### config.mk
export PLATFORM = sky130hd
export DESIGN_NAME = ntt_share_top
export DESIGN_NICKNAME = d
export VERILOG_FILES = /design/src/common/ntt_share_pkg.sv /design/src/common/ntt_req_if.sv /design/src/ntt_sched/ntt_share_sched.sv /design/src/ntt_req_slot.sv /design/src/ntt_share_top.sv
export SDC_FILE = /design/constraint.sdc
export NUM_CORES = 1
export LEC_CHECK = 0
export BUFFER_PORTS_ARGS = -buffer_cell sky130_fd_sc_hd__buf_4
export CAP_MARGIN = 20
export CORE_ASPECT_RATIO = 0.75
export CORE_MARGIN = 3
export CORE_UTILIZATION = 40
export DETAILED_ROUTE_END_ITERATION = 8
export GPL_TIMING_DRIVEN = 0
export SKIP_LAST_GASP = 1
export SLEW_MARGIN = 20
export SYNTH_ARGS = -nofsm -noshare
export SYNTH_HDL_FRONTEND = slang
export SYNTH_HIERARCHICAL = 1
export SYNTH_SLANG_ARGS = --single-unit
### constraint.sdc
create_clock -name clk -period 3 [get_ports clk]
set_clock_uncertainty 0.05 [all_clocks]
set_input_delay 0 -clock clk [delete_from_list [all_inputs] [get_ports clk]]
set_output_delay 0 -clock clk [all_outputs]
set_load 0.005 [all_outputs]
### src/common/ntt_share_pkg.sv
package ntt_share_pkg;

  localparam int NUM_CLIENTS = 2;
  localparam int NTT_ADDR_W  = 15;
  localparam int PWO_ADDR_W  = 15;

  // Idle cycles between a done and the queued job's start
  localparam int GAP_CYCLES     = 4;
  localparam int RELEASE_CYCLES = 4;  // Settle time before going back to idle

  // Shared counter must reach the longer of the two waits
  localparam int WAIT_CNT_W =
    $clog2((GAP_CYCLES > RELEASE_CYCLES) ? GAP_CYCLES : RELEASE_CYCLES);

  typedef logic [NTT_ADDR_W-1:0] ntt_mem_addr_t;
  typedef logic [PWO_ADDR_W-1:0] pwo_mem_addr_t;
  typedef logic [WAIT_CNT_W-1:0] wait_cnt_t;

  typedef enum logic [1:0] {
    NTT_FWD = 2'd0,  // Forward NTT
    NTT_INV = 2'd1,  // Inverse NTT
    PWO_MUL = 2'd2,
    PWO_ACC = 2'd3   // Point-wise multiply and accumulate
  } ntt_mode_e;

  typedef enum logic [1:0] {
    SCHED_IDLE,
    SCHED_RUN,
    SCHED_GAP,
    SCHED_RELEASE
  } sched_state_e;

endpackage

### src/common/ntt_req_if.sv
`timescale 1ns/1ps

interface ntt_req_if
  import ntt_share_pkg::*;
();

  logic          pending;        // Slot holds a job not yet released
  ntt_mode_e     mode;
  ntt_mem_addr_t ntt_base;
  pwo_mem_addr_t pwo_base;
  logic          release_pulse;  // One cycle, from the scheduler

  modport slot (
    output pending, mode, ntt_base, pwo_base,
    input  release_pulse
  );

  modport sched (
    input  pending, mode, ntt_base, pwo_base,
    output release_pulse
  );

endinterface

### src/ntt_sched/ntt_share_sched.sv
`timescale 1ns/1ps

module ntt_share_sched
  import ntt_share_pkg::*;
(
  input  logic          clk,
  input  logic          reset_n,
  ntt_req_if.sched      req0,
  ntt_req_if.sched      req1,
  output logic          ntt_start,
  output ntt_mode_e     ntt_mode,
  output ntt_mem_addr_t ntt_mem_base,
  output pwo_mem_addr_t pwo_mem_base,
  output logic          sampler_valid,
  input  logic          ntt_done
);

  sched_state_e           state;
  logic                   served;     // Client whose job the engine runs
  logic                   queued;     // Client waiting out the guard gap
  wait_cnt_t              wait_cnt;
  logic [NUM_CLIENTS-1:0] release_q;

  logic          pick;
  logic          go;
  logic          done_ok;
  logic          other_pending;
  logic          gap_over;
  logic          release_over;
  ntt_mode_e     pick_mode;
  ntt_mem_addr_t pick_ntt_base;
  pwo_mem_addr_t pick_pwo_base;

  // Done in the start cycle belongs to nothing
  assign done_ok = ntt_done && !ntt_start;

  assign other_pending = served ? req0.pending : req1.pending;

  assign gap_over     = (wait_cnt == wait_cnt_t'(GAP_CYCLES - 1));
  assign release_over = (wait_cnt == wait_cnt_t'(RELEASE_CYCLES - 1));

  // Client 0 wins from idle
  assign pick = (state == SCHED_GAP) ? queued : !req0.pending;

  always_comb begin
    go = 1'b0;
    case (state)
      SCHED_IDLE: go = req0.pending || req1.pending;
      SCHED_GAP:  go = gap_over;
      default:    go = 1'b0;
    endcase
  end

  always_comb begin
    if (pick) begin
      pick_mode     = req1.mode;
      pick_ntt_base = req1.ntt_base;
      pick_pwo_base = req1.pwo_base;
    end else begin
      pick_mode     = req0.mode;
      pick_ntt_base = req0.ntt_base;
      pick_pwo_base = req0.pwo_base;
    end
  end

  always_ff @(posedge clk or negedge reset_n) begin
    if (!reset_n) begin
      state         <= SCHED_IDLE;
      served        <= 1'b0;
      queued        <= 1'b0;
      wait_cnt      <= '0;
      ntt_start     <= 1'b0;
      sampler_valid <= 1'b0;
      release_q     <= '0;
    end else begin
      ntt_start <= go;      // Single cycle pulse
      release_q <= '0;

      if (go) begin
        served        <= pick;
        sampler_valid <= !pick;  // Sampler only feeds client 0 jobs
      end

      case (state)
        SCHED_IDLE: begin
          if (go) begin
            state <= SCHED_RUN;
          end
        end

        SCHED_RUN: begin
          if (done_ok) begin
            release_q[served] <= 1'b1;
            sampler_valid     <= 1'b0;
            wait_cnt          <= '0;
            if (other_pending) begin
              queued <= !served;
              state  <= SCHED_GAP;
            end else begin
              state <= SCHED_RELEASE;
            end
          end
        end

        SCHED_GAP: begin
          if (go) begin
            state <= SCHED_RUN;   // Chain straight to the queued client
          end else begin
            wait_cnt <= wait_cnt + 1'b1;
          end
        end

        SCHED_RELEASE: begin
          if (release_over) begin
            state <= SCHED_IDLE;
          end else begin
            wait_cnt <= wait_cnt + 1'b1;
          end
        end

        default: begin
          state <= SCHED_IDLE;
        end
      endcase
    end
  end

  // Engine fields held from one start to the next
  always_ff @(posedge clk) begin
    if (go) begin
      ntt_mode     <= pick_mode;
      ntt_mem_base <= pick_ntt_base;
      pwo_mem_base <= pick_pwo_base;
    end
  end

  assign req0.release_pulse = release_q[0];
  assign req1.release_pulse = release_q[1];

endmodule

### src/ntt_req_slot.sv
`timescale 1ns/1ps

module ntt_req_slot
  import ntt_share_pkg::*;
(
  input  logic          clk,
  input  logic          reset_n,
  input  logic          enable,
  input  ntt_mode_e     mode_in,
  input  ntt_mem_addr_t ntt_base_in,
  input  pwo_mem_addr_t pwo_base_in,
  output logic          busy,
  ntt_req_if.slot       req
);

  logic          pending_q;
  logic          accept;
  ntt_mode_e     mode_q;
  ntt_mem_addr_t ntt_base_q;
  pwo_mem_addr_t pwo_base_q;

  // A job already waiting keeps its fields
  assign accept = enable && !pending_q;

  always_ff @(posedge clk or negedge reset_n) begin
    if (!reset_n) begin
      pending_q <= 1'b0;
    end else if (accept) begin
      pending_q <= 1'b1;
    end else if (req.release_pulse) begin
      pending_q <= 1'b0;  // Job finished in the engine
    end
  end

  always_ff @(posedge clk) begin
    if (accept) begin
      mode_q     <= mode_in;
      ntt_base_q <= ntt_base_in;
      pwo_base_q <= pwo_base_in;
    end
  end

  assign req.pending  = pending_q;
  assign req.mode     = mode_q;
  assign req.ntt_base = ntt_base_q;
  assign req.pwo_base = pwo_base_q;

  // Client sees busy for the whole life of its job
  assign busy = pending_q;

endmodule

### src/ntt_share_top.sv
`timescale 1ns/1ps

module ntt_share_top
  import ntt_share_pkg::*;
(
  input  logic                   clk,
  input  logic                   reset_n,

  // Client side
  input  logic [NUM_CLIENTS-1:0] ntt_enable,
  input  ntt_mode_e              mode0,
  input  ntt_mode_e              mode1,
  input  ntt_mem_addr_t          ntt_base0,
  input  ntt_mem_addr_t          ntt_base1,
  input  pwo_mem_addr_t          pwo_base0,
  input  pwo_mem_addr_t          pwo_base1,
  output logic [NUM_CLIENTS-1:0] busy,

  // Engine side
  output logic                   ntt_start,
  output ntt_mode_e              ntt_mode,
  output ntt_mem_addr_t          ntt_mem_base,
  output pwo_mem_addr_t          pwo_mem_base,
  output logic                   sampler_valid,
  input  logic                   ntt_done
);

  ntt_req_if req_if0 ();
  ntt_req_if req_if1 ();

  ntt_req_slot slot0_inst (
    .clk         (clk),
    .reset_n     (reset_n),
    .enable      (ntt_enable[0]),
    .mode_in     (mode0),
    .ntt_base_in (ntt_base0),
    .pwo_base_in (pwo_base0),
    .busy        (busy[0]),
    .req         (req_if0.slot)
  );

  ntt_req_slot slot1_inst (
    .clk         (clk),
    .reset_n     (reset_n),
    .enable      (ntt_enable[1]),
    .mode_in     (mode1),
    .ntt_base_in (ntt_base1),
    .pwo_base_in (pwo_base1),
    .busy        (busy[1]),
    .req         (req_if1.slot)
  );

  // One engine shared by both slots
  ntt_share_sched sched_inst (
    .clk           (clk),
    .reset_n       (reset_n),
    .req0          (req_if0.sched),
    .req1          (req_if1.sched),
    .ntt_start     (ntt_start),
    .ntt_mode      (ntt_mode),
    .ntt_mem_base  (ntt_mem_base),
    .pwo_mem_base  (pwo_mem_base),
    .sampler_valid (sampler_valid),
    .ntt_done      (ntt_done)
  );

endmodule
# == After elaboration in Yosys (flattened, before gate mapping) ==
# Index checks and enable logic that the tools add are counted.
# word_totals
reg_bits,108
inputBits,69
output_inout_bits,36
word_cells,74
# op_classes
n_addsub,1
magnitude_cmp,2
n_eq_ne,9
muxes,26
reduce_logical,18
# op_table
cell,n
$mux W15,2
$mux W2,9
$pmux W2 S3,2
$mux W1,11
$eq A2 B2 Y1 const B,3
$ne A2 B1 Y1 const B,3
$reduce_and A3 Y1,2
$logic_not A1 Y1,5
$logic_and A1 B1 Y1,4
$ne A2 B2 Y1 const B,2
$reduce_and A4 Y1,1
$reduce_bool A2 Y1,2
$reduce_bool A3 Y1,1
$add A2 B1 Y2 const B,1
$eq A2 B1 Y1 const B,1
$logic_not A2 Y1,1
$lt A1 B2 Y1 const B,1
$pmux W1 S2,1
$reduce_or A2 Y1,1
$demux W1 S1,1
$ge A1 B1 Y1 const B,1
$logic_or A1 B1 Y1,1

# == Logic depth before layout (Yosys ltp) ==
# logic_depth
ltp_word,6
depth_mapped,7
ltp_nobuf,6

# == Cells and area by module ==
# Netlist, hierarchy kept.
# modules_own_cells
module,instances,cells_each,area_each_um2,seq_area_each_um2
ntt_share_sched,1,122,2087.0,1211.2
ntt_req_slot,2,37,1008.5,985.9

# == Least setup slack after synthesis ==
# Ideal clock, no wire load.
# synth_path
path_type,register -> register
startpoint,"register slot0_inst.pending_q, in the netlist slot0_inst/busy"
endpoint,"register slot0_inst.mode_q[0], in the netlist slot0_inst/req.mode[0], enable pin"
setup_ns,0.425
t_arrival_ns,1.874
t_required_ns,2.525
path_slack_ns,0.652
path_stages_with_launch,2
n_path_buf,0
period_less_slack_ns,2.348
path_cell_list,dfrtp_1 > nor2b_1
# synth_between
elab_chain_cells,2
# synth_lines
item,line,source
from (decl),ntt_req_slot.sv:16,logic pending_q;
from (signal assigned),ntt_req_slot.sv:27,pending_q <= 1'b0;
from (signal assigned),ntt_req_slot.sv:29,pending_q <= 1'b1;
from (signal assigned),ntt_req_slot.sv:31,pending_q <= 1'b0;
$logic_not A1 Y1,ntt_req_slot.sv:23,assign accept = enable && !pending_q;
$logic_and A1 B1 Y1,ntt_req_slot.sv:23,
net slot0_inst.accept,ntt_req_slot.sv:17,logic accept;
to (signal assigned),ntt_req_slot.sv:37,mode_q <= mode_in;
to (decl),ntt_req_slot.sv:18,ntt_mode_e mode_q;
# The timed path passes the listed nets, and every way through them passes these cells.
# A chain may end at the register's enable or synchronous reset.

# == Final worst setup path ==
# layout_path
startpoint,register sched_inst.state[0]
endpoint,"register sched_inst.pwo_mem_base[5], data pin"
# layout_between
elab_chain_cells,3
# layout_lines
item,line,source
from (decl),ntt_share_sched.sv:18,sched_state_e state;
from (signal assigned),ntt_share_sched.sv:68,state <= SCHED_IDLE;
from (signal assigned),ntt_share_sched.sv:87,state <= SCHED_RUN;
from (signal assigned),ntt_share_sched.sv:98,state <= SCHED_GAP;
$eq A2 B2 Y1,ntt_share_sched.sv:43,assign pick = (state == SCHED_GAP) ? queued : !req0.pending;
$mux W1,ntt_share_sched.sv:43,
$mux W15,ntt_share_sched.sv:55,if (pick) begin
net sched_inst.pick_pwo_base[5],ntt_share_sched.sv:32,pwo_mem_addr_t pick_pwo_base;
to (signal assigned),ntt_share_sched.sv:133,pwo_mem_base <= pick_pwo_base;
to (decl),ntt_share_sched.sv:13,"output pwo_mem_addr_t pwo_mem_base,"
# The timed path passes the listed nets, and every way through them passes these cells.

==> flow_summary_export.csv <==
group,metric,value,unit
status,outcome,"finished clean",
final_layout,layout-area-overhead-vs-synth,48.6,%
floorplanning,core,9810,sq um
flow_run,drv_cap,0,
pwr,p_leak,0.00248,uW
synth,ys_warn_count,6,
cts,numCtsBuffers,9,
sta,tightestPinTransition,566,ps
placement,place_ws,853,ps
cts,htreeDepth,3,
worst_setup_path,timing.rr.end,"sched_inst/pwo_mem_base[5]",
sta,period_share,70.8,%
cts,post_cts_buffers,0,
detailed_routing,vias,2351,
worst_setup_path,critPathCaptureType,"flip-flop",
worst_setup_path,r2r_cells,6,
synth,avgSynthCellArea,20.9,sq um
worst_setup_path,critPathLaunchType,"flip-flop",
detailed_routing,via_per_inst,4.55,
cts,root_buffer,"clkbuf_16",
floorplanning,rows,31,
detailed_routing,drt_first_pass_iters,5,
cts,cts_hold_buf,68,
synth,ys_seq_elements,108,
global_route,grt_pass1_vias,2445,
worst_hold_path,hp-start,"ntt_done",
synth,syn_area,4100,sq um
worst_setup_path,critical_path_class,"flip-flop to flip-flop",
sta,max_freq,0.471,GHz
floorplanning,dieArea,11500,sq um
sta,layout_min_cycle_time,2120,ps
cts,cts_tree,"built",
cts,post_cts_resize_count,0,
detailed_routing,routedWlPerCell,15.6,um
sta,hold_viol,0,
global_route,grt_overflow_total,0,
global_route,grt_max_degree,37,
placement,dp_hpwl,4910,um
final_layout,nets,456,
global_route,antenna_found_initial,0,
detailed_routing,routed_wl,8080,um
cts,clk_latency,340,ps
placement,place_congestion,0.741,
sta,maxSlewViolCount,0,
sta,hold_ws,35.0,ps
placement,io_buffer_count,104,
final_layout,layout-drive-gt1-share,42.3,%
worst_hold_path,hold_path.class,"input pin to flip-flop",
worst_setup_path,rrSetupSlack,880,ps
synth,ys_types,27,
cts,clockBufferDepth,2,
pwr,power_density,830,nW/um^2
cts,clock_sinks,108,
final_layout,diodes,0,
synth,netlist_instances,196,
floorplanning,initial_core_util,41.8,%
pwr,total_power,5060,uW
pwr,peakVddDrop,0.000364,V
worst_setup_path,reg2reg_from,"sched_inst/state[0]",
final_layout,fin_cells,517,
sta,setup_viol_count_final,0,
global_route,grt_usage,14.5,%
worst_setup_path,required,3040,ps
floorplanning,fp.dieH,93.7,um
floorplanning,boundaryPins,105,
final_layout,utilization,62.1,%
detailed_routing,drc,0,
sta,timing.final.ws_setup,875,ps
sta,relSlewSlack,62.2,%
sta,rsz0062_at_grt,"no",
worst_hold_path,worstHoldEndpoint,"sched_inst/sampler_valid",
synth,syn_nets,271,
floorplanning,die_w,123,um
synth,yosysSeqAreaShare,77.6,%
detailed_routing,drt-initial-drc-count,95,
worst_setup_path,critical_path.max_fanout,10,
global_route,grt_pass1_wl,12300,um
worst_setup_path,arrival,2160,ps
cts,path_clk_slew,70,ps
placement,dp_cells,434,
worst_hold_path,holdPathStages,3,
detailed_routing,ant_nets,0,
-- synth_stat cells, drive strengths merged --
cell	number	area share (%)
a31oi	1	0.15
nand2	2	0.18
o21a	2	0.37
edfxtp	96	70
and3b	2	0.46
inv	4	0.37
and2	2	0.30
o21ai	3	0.37
nor2	7	0.64
a21oi	5	0.61
ha	6	1.8
o211ai	1	0.52
nand2b	3	0.46
mux2i	6	1.8
nor2b	2	0.30
o31ai	1	0.18
buf	6	1.7
a21o	1	0.37
a22o	1	0.21
mux2	33	12
dfrtp	12	7.3
-- state kept, by name, indices dropped and copies added, names as in the netlist, 15 cells and up --
signal	flops
slot1_inst/req.ntt_base	15
slot0_inst/req.ntt_base	15
sched_inst/ntt_mem_base	15
slot0_inst/req.pwo_base	15
slot1_inst/req.pwo_base	15
sched_inst/pwo_mem_base	15
-- worst max path at each step --
stage,slack (ps),end,startpoint
final,880,sched_inst/pwo_mem_base[5],sched_inst/state[0]
after global routing,800,sched_inst/pwo_mem_base[4],sched_inst/state[0]
after CTS,850,sched_inst/pwo_mem_base[5],sched_inst/state[0]
after detailed placement,850,sched_inst/pwo_mem_base[5],sched_inst/state[0]
after global placement,-410,slot0_inst/req.ntt_base[7],slot0_inst/busy
after floorplan,650,slot0_inst/req.mode[0],slot0_inst/busy
-- layer usage --
| layer | vias up | share of wire, % | track usage, % |
|---|---|---|---|
| li1 | 1118 | - | - |
| met1 | 1132 | 42 | 17.8 |
| met2 | 91 | 49 | 24.2 |
| met3 | 10 | 8.0 | 5.18 |
| met4 | 0 | 1.0 | 4.19 |
| met5 | - | 0 | 0 |
-- cell families (layout without fill, tap and decap cells) --
family | count (synthesis) | after routing | share of synthesized area [%]
flops | 108 | 108 | 77.6
mux | 39 | 39 | 13.4
simple gates | 18 | 18 | 2.35
compound gates | 15 | 15 | 2.77
buf+inv | 10 | 199 | 2.10
fa+ha+maj | 6 | 6 | 1.83
-- cells in the final DEF (no fill, tap or decap), drive strengths merged --
cell         instances
mux2                33
o21ai                3
clkinvlp             1
edfxtp              96
a21oi                5
buf                112
nand2                2
dlygate4sd3         68
a22o                 1
mux2i                6
a21o                 1
o31ai                1
and3b                2
dfrtp               12
nand2b               3
a31oi                1
inv                  4
ha                   6
bufinv               2
nor2                 7
clkbuf               9
o211ai               1
and2                 2
o21a                 2
nor2b                2
clkinv               3
-- cell type report --
| class | count | area (sq um) |
|---|---|---|
| Fill cell | 702 | 3710 |
| Sequential cell | 108 | 3180 |
| Timing Repair Buffer | 174 | 1510 |
| Multi-Input combinational cell | 78 | 850 |
| Clock buffer | 9 | 225 |
| Tap cell | 132 | 165 |
| Clock inverter | 6 | 80.1 |
| Buffer | 6 | 71.3 |
| Inverter | 4 | 15.0 |
-- per-stage QoR --
stage / TNS (ps) / cell area [sq um]
finish: 0 / 6100
global route: 0 / 6100
CTS: 0 / 6100
detailed placement: 0 / 5110
global placement: -25120 / 5050
floorplan: 0 / 4100
-- worst max-delay path, stage by stage, from the launching register on --
cell     delay (ps)
dfrtp_1         420
inv_1           120
ha_1            170
buf_6           140
mux2i_4         440
buf_8           230
mux2_4          310
-- power breakdown --
part | switching, uW | internal [uW]
registers | 130 | 2110
logic | 703 | 907
clock network | 497 | 719
total | 1330 | 3730
Note: power is estimated with default switching activity, not from simulation.
